==> src/scedma_sfr_pkg.sv <==
// scedma register map
// register addresses, start key, channel operation codes and
// status bit positions seen by software on the register port

package scedma_sfr_pkg;

    // register port address
    typedef logic [7:0] sfr_adr_t;

    // register addresses
    localparam sfr_adr_t A_START    = 8'h00;
    localparam sfr_adr_t A_OPT      = 8'h04;
    localparam sfr_adr_t A_SEGID    = 8'h08;
    localparam sfr_adr_t A_RPSTART  = 8'h0c;
    localparam sfr_adr_t A_WPSTART  = 8'h10;
    localparam sfr_adr_t A_TRANSIZE = 8'h14;
    localparam sfr_adr_t A_MASK     = 8'h18;
    localparam sfr_adr_t A_STATUS   = 8'h1c;

    // only this value at START kicks the channel
    localparam logic [7:0] START_KEY = 8'h5a;

    // channel operations
    typedef enum logic [1:0] {
        OP_COPY = 2'd0,
        OP_XOR  = 2'd1,
        OP_FILL = 2'd2
    } chnl_op_e;

    // status register bits
    localparam int ST_BUSY    = 0;
    localparam int ST_ERRBUSY = 1;
    localparam int ST_ERRSEG  = 2;

endpackage
==> src/scedma_pkg.sv <==
// scedma datapath definitions
// sizes, vector types, the fixed segment table and the
// request/response structs of the segment memory ports

package scedma_pkg;
    import scedma_sfr_pkg::*;

    // sizes
    localparam int AW        = 12;
    localparam int DW        = 32;
    localparam int TRANSCNTW = 10;
    localparam int SEGCNT    = 4;
    // bits needed to index the segment table
    localparam int SEGIDW    = $clog2(SEGCNT);

    // word address, data word, length or pointer, segment id
    typedef logic [AW-1:0]        adr_t;
    typedef logic [DW-1:0]        dat_t;
    typedef logic [TRANSCNTW-1:0] tcnt_t;
    // wider than the table needs so a bad id shows up
    typedef logic [7:0]           segid_t;

    // one segment, size is a power of two
    typedef struct packed {
        adr_t  base;
        // size minus one
        tcnt_t sizemask;
    } segcfg_t;

    // fixed segment table
    localparam segcfg_t [0:SEGCNT-1] SEGCFGS = '{
        '{base: 12'h000, sizemask: 10'd255},
        '{base: 12'h100, sizemask: 10'd255},
        '{base: 12'h200, sizemask: 10'd127},
        '{base: 12'h280, sizemask: 10'd63}
    };

    // memory port request, also used for writes
    typedef struct packed {
        logic valid;
        adr_t addr;
        dat_t wdata;
    } chnlreq_t;

    // read response
    typedef struct packed {
        logic valid;
        dat_t rdata;
    } chnlres_t;

    // resolved channel configuration
    typedef struct packed {
        segcfg_t  rpsegcfg;
        segcfg_t  wpsegcfg;
        tcnt_t    rpptr_start;
        tcnt_t    wpptr_start;
        tcnt_t    transsize;
        chnl_op_e op;
        dat_t     mask;
    } chnlcfg_t;

    localparam chnlreq_t CHNLREQ_NULL = '{valid: 1'b0, addr: '0, wdata: '0};

    // pointer wraps inside its segment
    function automatic adr_t seg_addr(segcfg_t seg, tcnt_t ptr);
        return seg.base + adr_t'(ptr & seg.sizemask);
    endfunction

endpackage

==> src/scedma.sv <==
// scedma top level
// register bank, segment resolve stage and channel engine in a row;
// the segment memory sits outside on the rpreq/rpres and wpreq ports

`timescale 1ns/1ps

module scedma
    import scedma_pkg::*, scedma_sfr_pkg::*;
(
    input  logic       clk,
    input  logic       reset,
    input  logic       wr,
    input  logic       rd,
    input  sfr_adr_t   addr,
    input  dat_t       wdata,
    output dat_t       rdata,
    output chnlreq_t   rpreq,
    input  chnlres_t   rpres,
    output chnlreq_t   wpreq,
    output logic       intr,
    output logic [1:0] err
);

    // stage 1 to 2
    logic     start;
    chnl_op_e op;
    segid_t   rpsegid;
    segid_t   wpsegid;
    tcnt_t    rpstart;
    tcnt_t    wpstart;
    tcnt_t    transize;
    dat_t     mask;
    // stage 2 to 3 and back
    chnlcfg_t cfg;
    logic     go;
    logic     seg_bad;
    logic     busy;

    scedma_sfr sfr_i (
        .clk, .reset, .wr, .rd, .addr, .wdata, .busy, .seg_bad,
        .rdata, .start, .op, .rpsegid, .wpsegid,
        .rpstart, .wpstart, .transize, .mask, .err
    );

    scedma_segmap segmap_i (
        .clk, .reset, .start, .op, .rpsegid, .wpsegid,
        .rpstart, .wpstart, .transize, .mask,
        .cfg, .go, .seg_bad
    );

    // done doubles as the interrupt
    scedma_chnl chnl_i (
        .clk, .reset, .cfg, .go, .rpres,
        .rpreq, .wpreq, .busy, .done (intr)
    );

endmodule

==> src/scedma_chnl.sv <==
// scedma channel engine
// issues back to back reads from the read segment and writes each
// returned word, transformed by the operation, to the write segment.
// fill runs the write side alone

`timescale 1ns/1ps

module scedma_chnl
    import scedma_pkg::*, scedma_sfr_pkg::*;
(
    input  logic     clk,
    input  logic     reset,
    input  chnlcfg_t cfg,
    input  logic     go,
    input  chnlres_t rpres,
    output chnlreq_t rpreq,
    output chnlreq_t wpreq,
    output logic     busy,
    output logic     done
);

    typedef enum logic [1:0] {
        IDLE,
        RUN,
        DRAIN
    } state_e;

    state_e state;
    // reads issued so far
    tcnt_t  rcnt;
    // writes issued so far
    tcnt_t  wcnt;
    logic   fill;
    logic   wfire;
    logic   wlast;

    assign fill = (cfg.op == OP_FILL);
    assign busy = (state != IDLE);

    // fill writes every cycle, copy and xor write on returned data
    assign wfire = (state != IDLE) && (fill || rpres.valid);
    assign wlast = (wcnt == cfg.transsize - 1'b1);

    // write stage, no register so it lines up with the response
    always_comb begin
        wpreq       = CHNLREQ_NULL;
        wpreq.valid = wfire;
        wpreq.addr  = seg_addr(cfg.wpsegcfg, cfg.wpptr_start + wcnt);
        case (cfg.op)
            OP_XOR:  wpreq.wdata = rpres.rdata ^ cfg.mask;
            OP_FILL: wpreq.wdata = cfg.mask;
            default: wpreq.wdata = rpres.rdata;
        endcase
    end

    always_ff @(posedge clk) begin
        if (reset) begin
            state <= IDLE;
            rpreq <= CHNLREQ_NULL;
            rcnt  <= '0;
            wcnt  <= '0;
            done  <= 1'b0;
        end else begin
            done <= 1'b0;
            case (state)
                IDLE: begin
                    if (go) begin
                        rcnt <= tcnt_t'(1);
                        wcnt <= '0;
                        if (cfg.transsize == '0) begin
                            // empty transfer, just the interrupt
                            done <= 1'b1;
                        end else begin
                            state <= RUN;
                            // word 0 read goes out next cycle
                            if (!fill) begin
                                rpreq.valid <= 1'b1;
                                rpreq.addr  <= seg_addr(cfg.rpsegcfg, cfg.rpptr_start);
                            end
                        end
                    end
                end
                RUN: begin
                    if (!fill) begin
                        if (rcnt == cfg.transsize) begin
                            // all reads out, wait for the tail
                            rpreq.valid <= 1'b0;
                            state       <= DRAIN;
                        end else begin
                            rpreq.addr <= seg_addr(cfg.rpsegcfg, cfg.rpptr_start + rcnt);
                            rcnt       <= rcnt + 1'b1;
                        end
                    end
                end
                DRAIN: ;
                default: state <= IDLE;
            endcase
            // write counter and end of transfer
            if (wfire) begin
                wcnt <= wcnt + 1'b1;
                if (wlast) begin
                    state <= IDLE;
                    done  <= 1'b1;
                end
            end
        end
    end

endmodule

==> src/scedma_segmap.sv <==
// scedma segment resolve stage
// checks both segment ids, looks them up in the segment table and
// registers the channel configuration with a go pulse

`timescale 1ns/1ps

module scedma_segmap
    import scedma_pkg::*, scedma_sfr_pkg::*;
(
    input  logic     clk,
    input  logic     reset,
    input  logic     start,
    input  chnl_op_e op,
    input  segid_t   rpsegid,
    input  segid_t   wpsegid,
    input  tcnt_t    rpstart,
    input  tcnt_t    wpstart,
    input  tcnt_t    transize,
    input  dat_t     mask,
    output chnlcfg_t cfg,
    output logic     go,
    output logic     seg_bad
);

    logic    ids_ok;
    segcfg_t rpseg;
    segcfg_t wpseg;

    // both ids must hit the table
    assign ids_ok = (rpsegid < segid_t'(SEGCNT)) && (wpsegid < segid_t'(SEGCNT));

    // table lookup, low bits only
    assign rpseg = SEGCFGS[rpsegid[SEGIDW-1:0]];
    assign wpseg = SEGCFGS[wpsegid[SEGIDW-1:0]];

    always_ff @(posedge clk) begin
        if (reset) begin
            go      <= 1'b0;
            seg_bad <= 1'b0;
        end else begin
            go      <= start && ids_ok;
            seg_bad <= start && !ids_ok;
        end
    end

    // config held until the next good start
    always_ff @(posedge clk) begin
        if (start && ids_ok) begin
            cfg.rpsegcfg    <= rpseg;
            cfg.wpsegcfg    <= wpseg;
            cfg.rpptr_start <= rpstart;
            cfg.wpptr_start <= wpstart;
            cfg.transsize   <= transize;
            cfg.op          <= op;
            cfg.mask        <= mask;
        end
    end

endmodule

==> src/scedma_sfr.sv <==
// scedma register bank
// holds the channel settings, turns a START key write into a
// one-cycle start pulse and returns registered read data with
// live busy and the sticky error flags

`timescale 1ns/1ps

module scedma_sfr
    import scedma_pkg::*, scedma_sfr_pkg::*;
(
    input  logic     clk,
    input  logic     reset,
    input  logic     wr,
    input  logic     rd,
    input  sfr_adr_t addr,
    input  dat_t     wdata,
    input  logic     busy,
    input  logic     seg_bad,
    output dat_t     rdata,
    output logic     start,
    output chnl_op_e op,
    output segid_t   rpsegid,
    output segid_t   wpsegid,
    output tcnt_t    rpstart,
    output tcnt_t    wpstart,
    output tcnt_t    transize,
    output dat_t     mask,
    output logic [1:0] err
);

    logic start_hit;
    dat_t status;

    // key written to START
    assign start_hit = wr && (addr == A_START) && (wdata == dat_t'(START_KEY));

    // err[0] is err_busy, err[1] is err_seg
    always_comb begin
        status = '0;
        status[ST_BUSY] = busy;
        status[ST_ERRBUSY] = err[0];
        status[ST_ERRSEG] = err[1];
    end

    always_ff @(posedge clk) begin
        if (reset) begin
            start <= 1'b0;
            err   <= '0;
        end else begin
            // no restart while the channel runs
            start <= start_hit && !busy;
            // any STATUS write clears, new errors win
            if (wr && addr == A_STATUS)
                err <= '0;
            if (start_hit && busy)
                err[0] <= 1'b1;
            if (seg_bad)
                err[1] <= 1'b1;
        end
    end

    // setting registers
    always_ff @(posedge clk) begin
        if (reset) begin
            op       <= OP_COPY;
            rpsegid  <= '0;
            wpsegid  <= '0;
            rpstart  <= '0;
            wpstart  <= '0;
            transize <= '0;
            mask     <= '0;
        end else if (wr) begin
            case (addr)
                A_OPT:      op <= chnl_op_e'(wdata[1:0]);
                A_SEGID: begin
                    rpsegid <= wdata[15:8];
                    wpsegid <= wdata[7:0];
                end
                A_RPSTART:  rpstart  <= wdata[TRANSCNTW-1:0];
                A_WPSTART:  wpstart  <= wdata[TRANSCNTW-1:0];
                A_TRANSIZE: transize <= wdata[TRANSCNTW-1:0];
                A_MASK:     mask     <= wdata;
                default: ;
            endcase
        end
    end

    // read data one cycle after rd, START and holes read zero
    always_ff @(posedge clk) begin
        if (rd) begin
            case (addr)
                A_OPT:      rdata <= dat_t'(op);
                A_SEGID:    rdata <= dat_t'({rpsegid, wpsegid});
                A_RPSTART:  rdata <= dat_t'(rpstart);
                A_WPSTART:  rdata <= dat_t'(wpstart);
                A_TRANSIZE: rdata <= dat_t'(transize);
                A_MASK:     rdata <= mask;
                A_STATUS:   rdata <= status;
                default:    rdata <= '0;
            endcase
        end
    end

endmodule

==> config.mk <==
export PLATFORM = sky130hd
export DESIGN_NAME = scedma
export DESIGN_NICKNAME = d
export VERILOG_FILES = /design/src/scedma_sfr_pkg.sv /design/src/scedma_pkg.sv /design/src/scedma.sv /design/src/scedma_chnl.sv /design/src/scedma_segmap.sv /design/src/scedma_sfr.sv
export SDC_FILE = /design/constraint.sdc
export NUM_CORES = 1
export LEC_CHECK = 0
export BUFFER_PORTS_ARGS = -buffer_cell sky130_fd_sc_hd__buf_2
export CAP_MARGIN = 10
export CORE_MARGIN = 2
export CORE_UTILIZATION = 45
export CTS_CLUSTER_DIAMETER = 150
export CTS_CLUSTER_SIZE = 14
export DETAILED_ROUTE_END_ITERATION = 6
export MAX_ROUTING_LAYER = met4
export PLACE_DENSITY = 0.7
export SLEW_MARGIN = 30
export SYNTH_ARGS = -nofsm -noshare
export SYNTH_HDL_FRONTEND = slang
export SYNTH_SLANG_ARGS = --single-unit
==> constraint.sdc <==
create_clock -name clk -period 3.9 [get_ports clk]
set_clock_uncertainty 0.05 [all_clocks]
set_input_delay 0.585 -clock clk [delete_from_list [all_inputs] [get_ports clk]]
set_output_delay 0.585 -clock clk [all_outputs]
set_load 0.05 [all_outputs]
==> flow_summary.yaml <==
critical_path:
  rr_startpoint: "segmap_i.cfg[34]"
  required_ns: 3.26
  cp-startpoint: "chnl_i.wcnt[1]"
  cp_max_fo: 6
  crit_arrival_ns: 3.03
  startpoint_type: "flip-flop"
  crit_path_end_kind: "output pin"
  crit_type: "reg2out"
global_route:
  grt-ovfl-total: 0
  grt_pass1_wl_um: 42900
  grt_pass1_vias: 7936
  grt_max_degree: 71
  grt_antenna_before_repair: 0
  grt_usage: 0.225
sta:
  fmax_ghz: 0.273
  tightest_slew_ns: 0.923
  hold_violations: 0
  min_period_ns: 3.67
  hold_slack_ns: 0.291
  finalCritPeriodShare: 0.940
  rsz0062_at_grt: "false"
  drv_slew: 0
  tns_ns: 0
  slew_headroom: 0.385
  setup_viol_count_final: 0
hold_path:
  worstHoldStart: "wdata[22]"
  hold_path.class: "in2reg"
synthesis:
  async_flop_share: 0
  yosys-top-cells-count: "nand2_1, dfxtp_1, edfxtp_1, a21oi_1, nand3_1"
  avgSynthCellArea_um2: 9.44
  yosys_register_bits: 222
  yosysMostFrequentCell: "nand2_1"
  ys_warn_count: 0
  synth_area_mm2: 0.0107
  synth_top_area_frac: 0.287
  synth_area_leader_cell: "edfxtp_1"
  syn_inst: 1131
  synth.yosys.seq_area_share: 0.512
  synth_area_leaders: "edfxtp_1, dfxtp_1, nand2_1"
  ys_types: 62
  synth_flop_cell: "dfxtp_1"
  synth-edff-count: 102
power:
  power.net_switching_mw: 1.13
  switching_share: 0.247
  leakage_nw: 4.43
  irDropWorstVdd_mv: 0.312
  power_mw: 4.56
  power_frac_seq: 0.533
  p_comb_frac: 0.077
  p_int_mw: 3.44
  p_clk_frac: 0.390
  power_density_mw_per_mm2: 373
clock_network:
  h-tree-depth: 1
  cts_made_buffers: 19
  clk_pin_slew_ns: 0.07
  root_buffer: "clkbuf_16"
  cts_tree: "built"
  clockBufferDepth: 3
  cts-hold-fix-buffers: 0
  clock_sinks: 222
  insertion_delay_ns: 0.50
die:
  rows: 56
  start_util: 0.456
  core_mm2: 0.0234
  dieHeight_um: 158
  ios: 202
  dieArea_mm2: 0.0250
  die_w_um: 158
drt:
  final_antenna_net_count: 0
  drc: 0
  wl_per_cell_um: 17.7
  totalWireLength_um: 28300
  dr.pass1.iters: 5
  dr.first_iter.drc_count: 695
  num_vias: 8833
  routed_via_density: 5.50
placed_design:
  port_buffers: 167
  place_congestion: 0.876
  hpwl_um: 19800
run:
  cap_viol_max_count: 0
status:
  outcome: "completed"
cells_and_area:
  fin_nets: 1373
  areaGrowthSynthToFinish_pct: 14.6
  drive_above_1_share: 0.167
  num-fill-cells: 2207
[state kept, by name (all words and copies together), names as in the netlist, 8 cells and up]
signal	flops
segmap_i.cfg	70
sfr_i.mask	32
sfr_i.rdata	32
chnl_i.rpreq	12
chnl_i.rcnt	10
chnl_i.wcnt	10
sfr_i.rpstart	10
sfr_i.transize	10
sfr_i.wpstart	10
sfr_i.rpsegid	8
sfr_i.wpsegid	8
[cells in the final DEF (no fill, tap or decap), drive strengths merged, types with 5 or more instances in the layout]
cell / instances
mux2i: 5
nand2: 185
o21a: 7
inv: 23
buf: 182
nor3: 13
xor2: 22
nor3b: 33
nor2b: 35
and2: 22
clkbuf: 33
nor2: 51
a22o: 6
nand2b: 11
conb: 34
o21ai: 45
nand3: 71
dfxtp: 120
edfxtp: 102
a21oi: 100
a22oi: 52
nor4: 13
nand4: 8
ha: 23
and3: 9
xnor2: 18
[stage by stage]
stage / setup slack [ns] / utilization / area [um^2] / std cells
final: 0.234 / 0.523 / 12200 / 1605
after global routing: 0.00697 / 0.523 / 12200 / 1603
after CTS: 0.151 / 0.522 / 12200 / 1603
after detailed placement: 0.689 / 0.499 / 11700 / 1569
after global placement: 0.667 / 0.499 / 11700 / 1569
after floorplan: 0.421 / - / 10800 / 1164
[final timing paths]
kind | end | depth (start not counted) | slack [ns]
min reg2reg | sfr_i.err[1] | 2 | 0.40
max reg2reg | chnl_i.rpreq[38] | 8 | 1.16
min | sfr_i.mask[22] | 3 | 0.29
max | wpreq[41] | 11 | 0.23
[logic make-up (layout without fill, tap and decap cells)]
| group | after synthesis | after routing | synth area share |
|---|---|---|---|
| compound gates | 252 | 252 | 0.149 |
| xor+xnor | 40 | 40 | 0.0328 |
| fa+ha+maj | 25 | 25 | 0.0307 |
| buf+inv | 118 | 238 | 0.0541 |
| flops | 222 | 222 | 0.512 |
| mux | 5 | 5 | 0.00469 |
| other cells | 1 | 36 | 0.000351 |
| simple gates | 468 | 468 | 0.216 |
[area by class of cell]
| cell class | count | area [um^2] | area share |
|---|---|---|---|
| Sequential cell | 222 | 5470 | 0.447 |
| Antenna cell | 2 | 5.00 | 0.000409 |
| Inverter | 22 | 82.6 | 0.00675 |
| Timing Repair Buffer | 182 | 951 | 0.0777 |
| Clock buffer | 33 | 538 | 0.0440 |
| Tap cell | 319 | 399 | 0.0326 |
| Multi-Input combinational cell | 824 | 4790 | 0.391 |
| Clock inverter | 1 | 8.76 | 0.000716 |
[critical path: stages, from the launching register on]
cell     delay [ns]
dfxtp_1        0.46
ha_1           0.28
a21o_1         0.18
a21oi_1        0.21
o21ai_1        0.13
o41ai_2        0.24
xnor2_1        0.11
and2_1         0.16
ha_1           0.19
ha_1           0.19
xor2_1         0.12
buf_2          0.27
[power by group through the flow]
stage | combinational (mW) | sequential (mW) | clock, mW
floorplan | 0.217 | 2.53 | 0
global placement | 0.348 | 2.49 | 0
detailed placement | 0.349 | 2.49 | 0
CTS | 0.350 | 2.43 | 1.81
global route | 0.370 | 2.43 | 1.89
finish | 0.352 | 2.43 | 1.78
[repair_timing]
item	4_1_cts	5_1_grt
endpoints found under the setup margin	0	2
gates resized for setup	0	1
buffers inserted	0	0
[per-layer routing]
layer / global-route usage / wire length (um) / vias up / part of all wire
met1: 0.320 / 12700 / 4184 / 0.45
li1: - / - / 4261 / -
met5: - / 0 / - / 0
met2: 0.339 / 13000 / 331 / 0.46
met3: 0.0285 / 1930 / 57 / 0.068
met4: 0.0682 / 751 / 0 / 0.027
(Power assumes the default switching activity.)
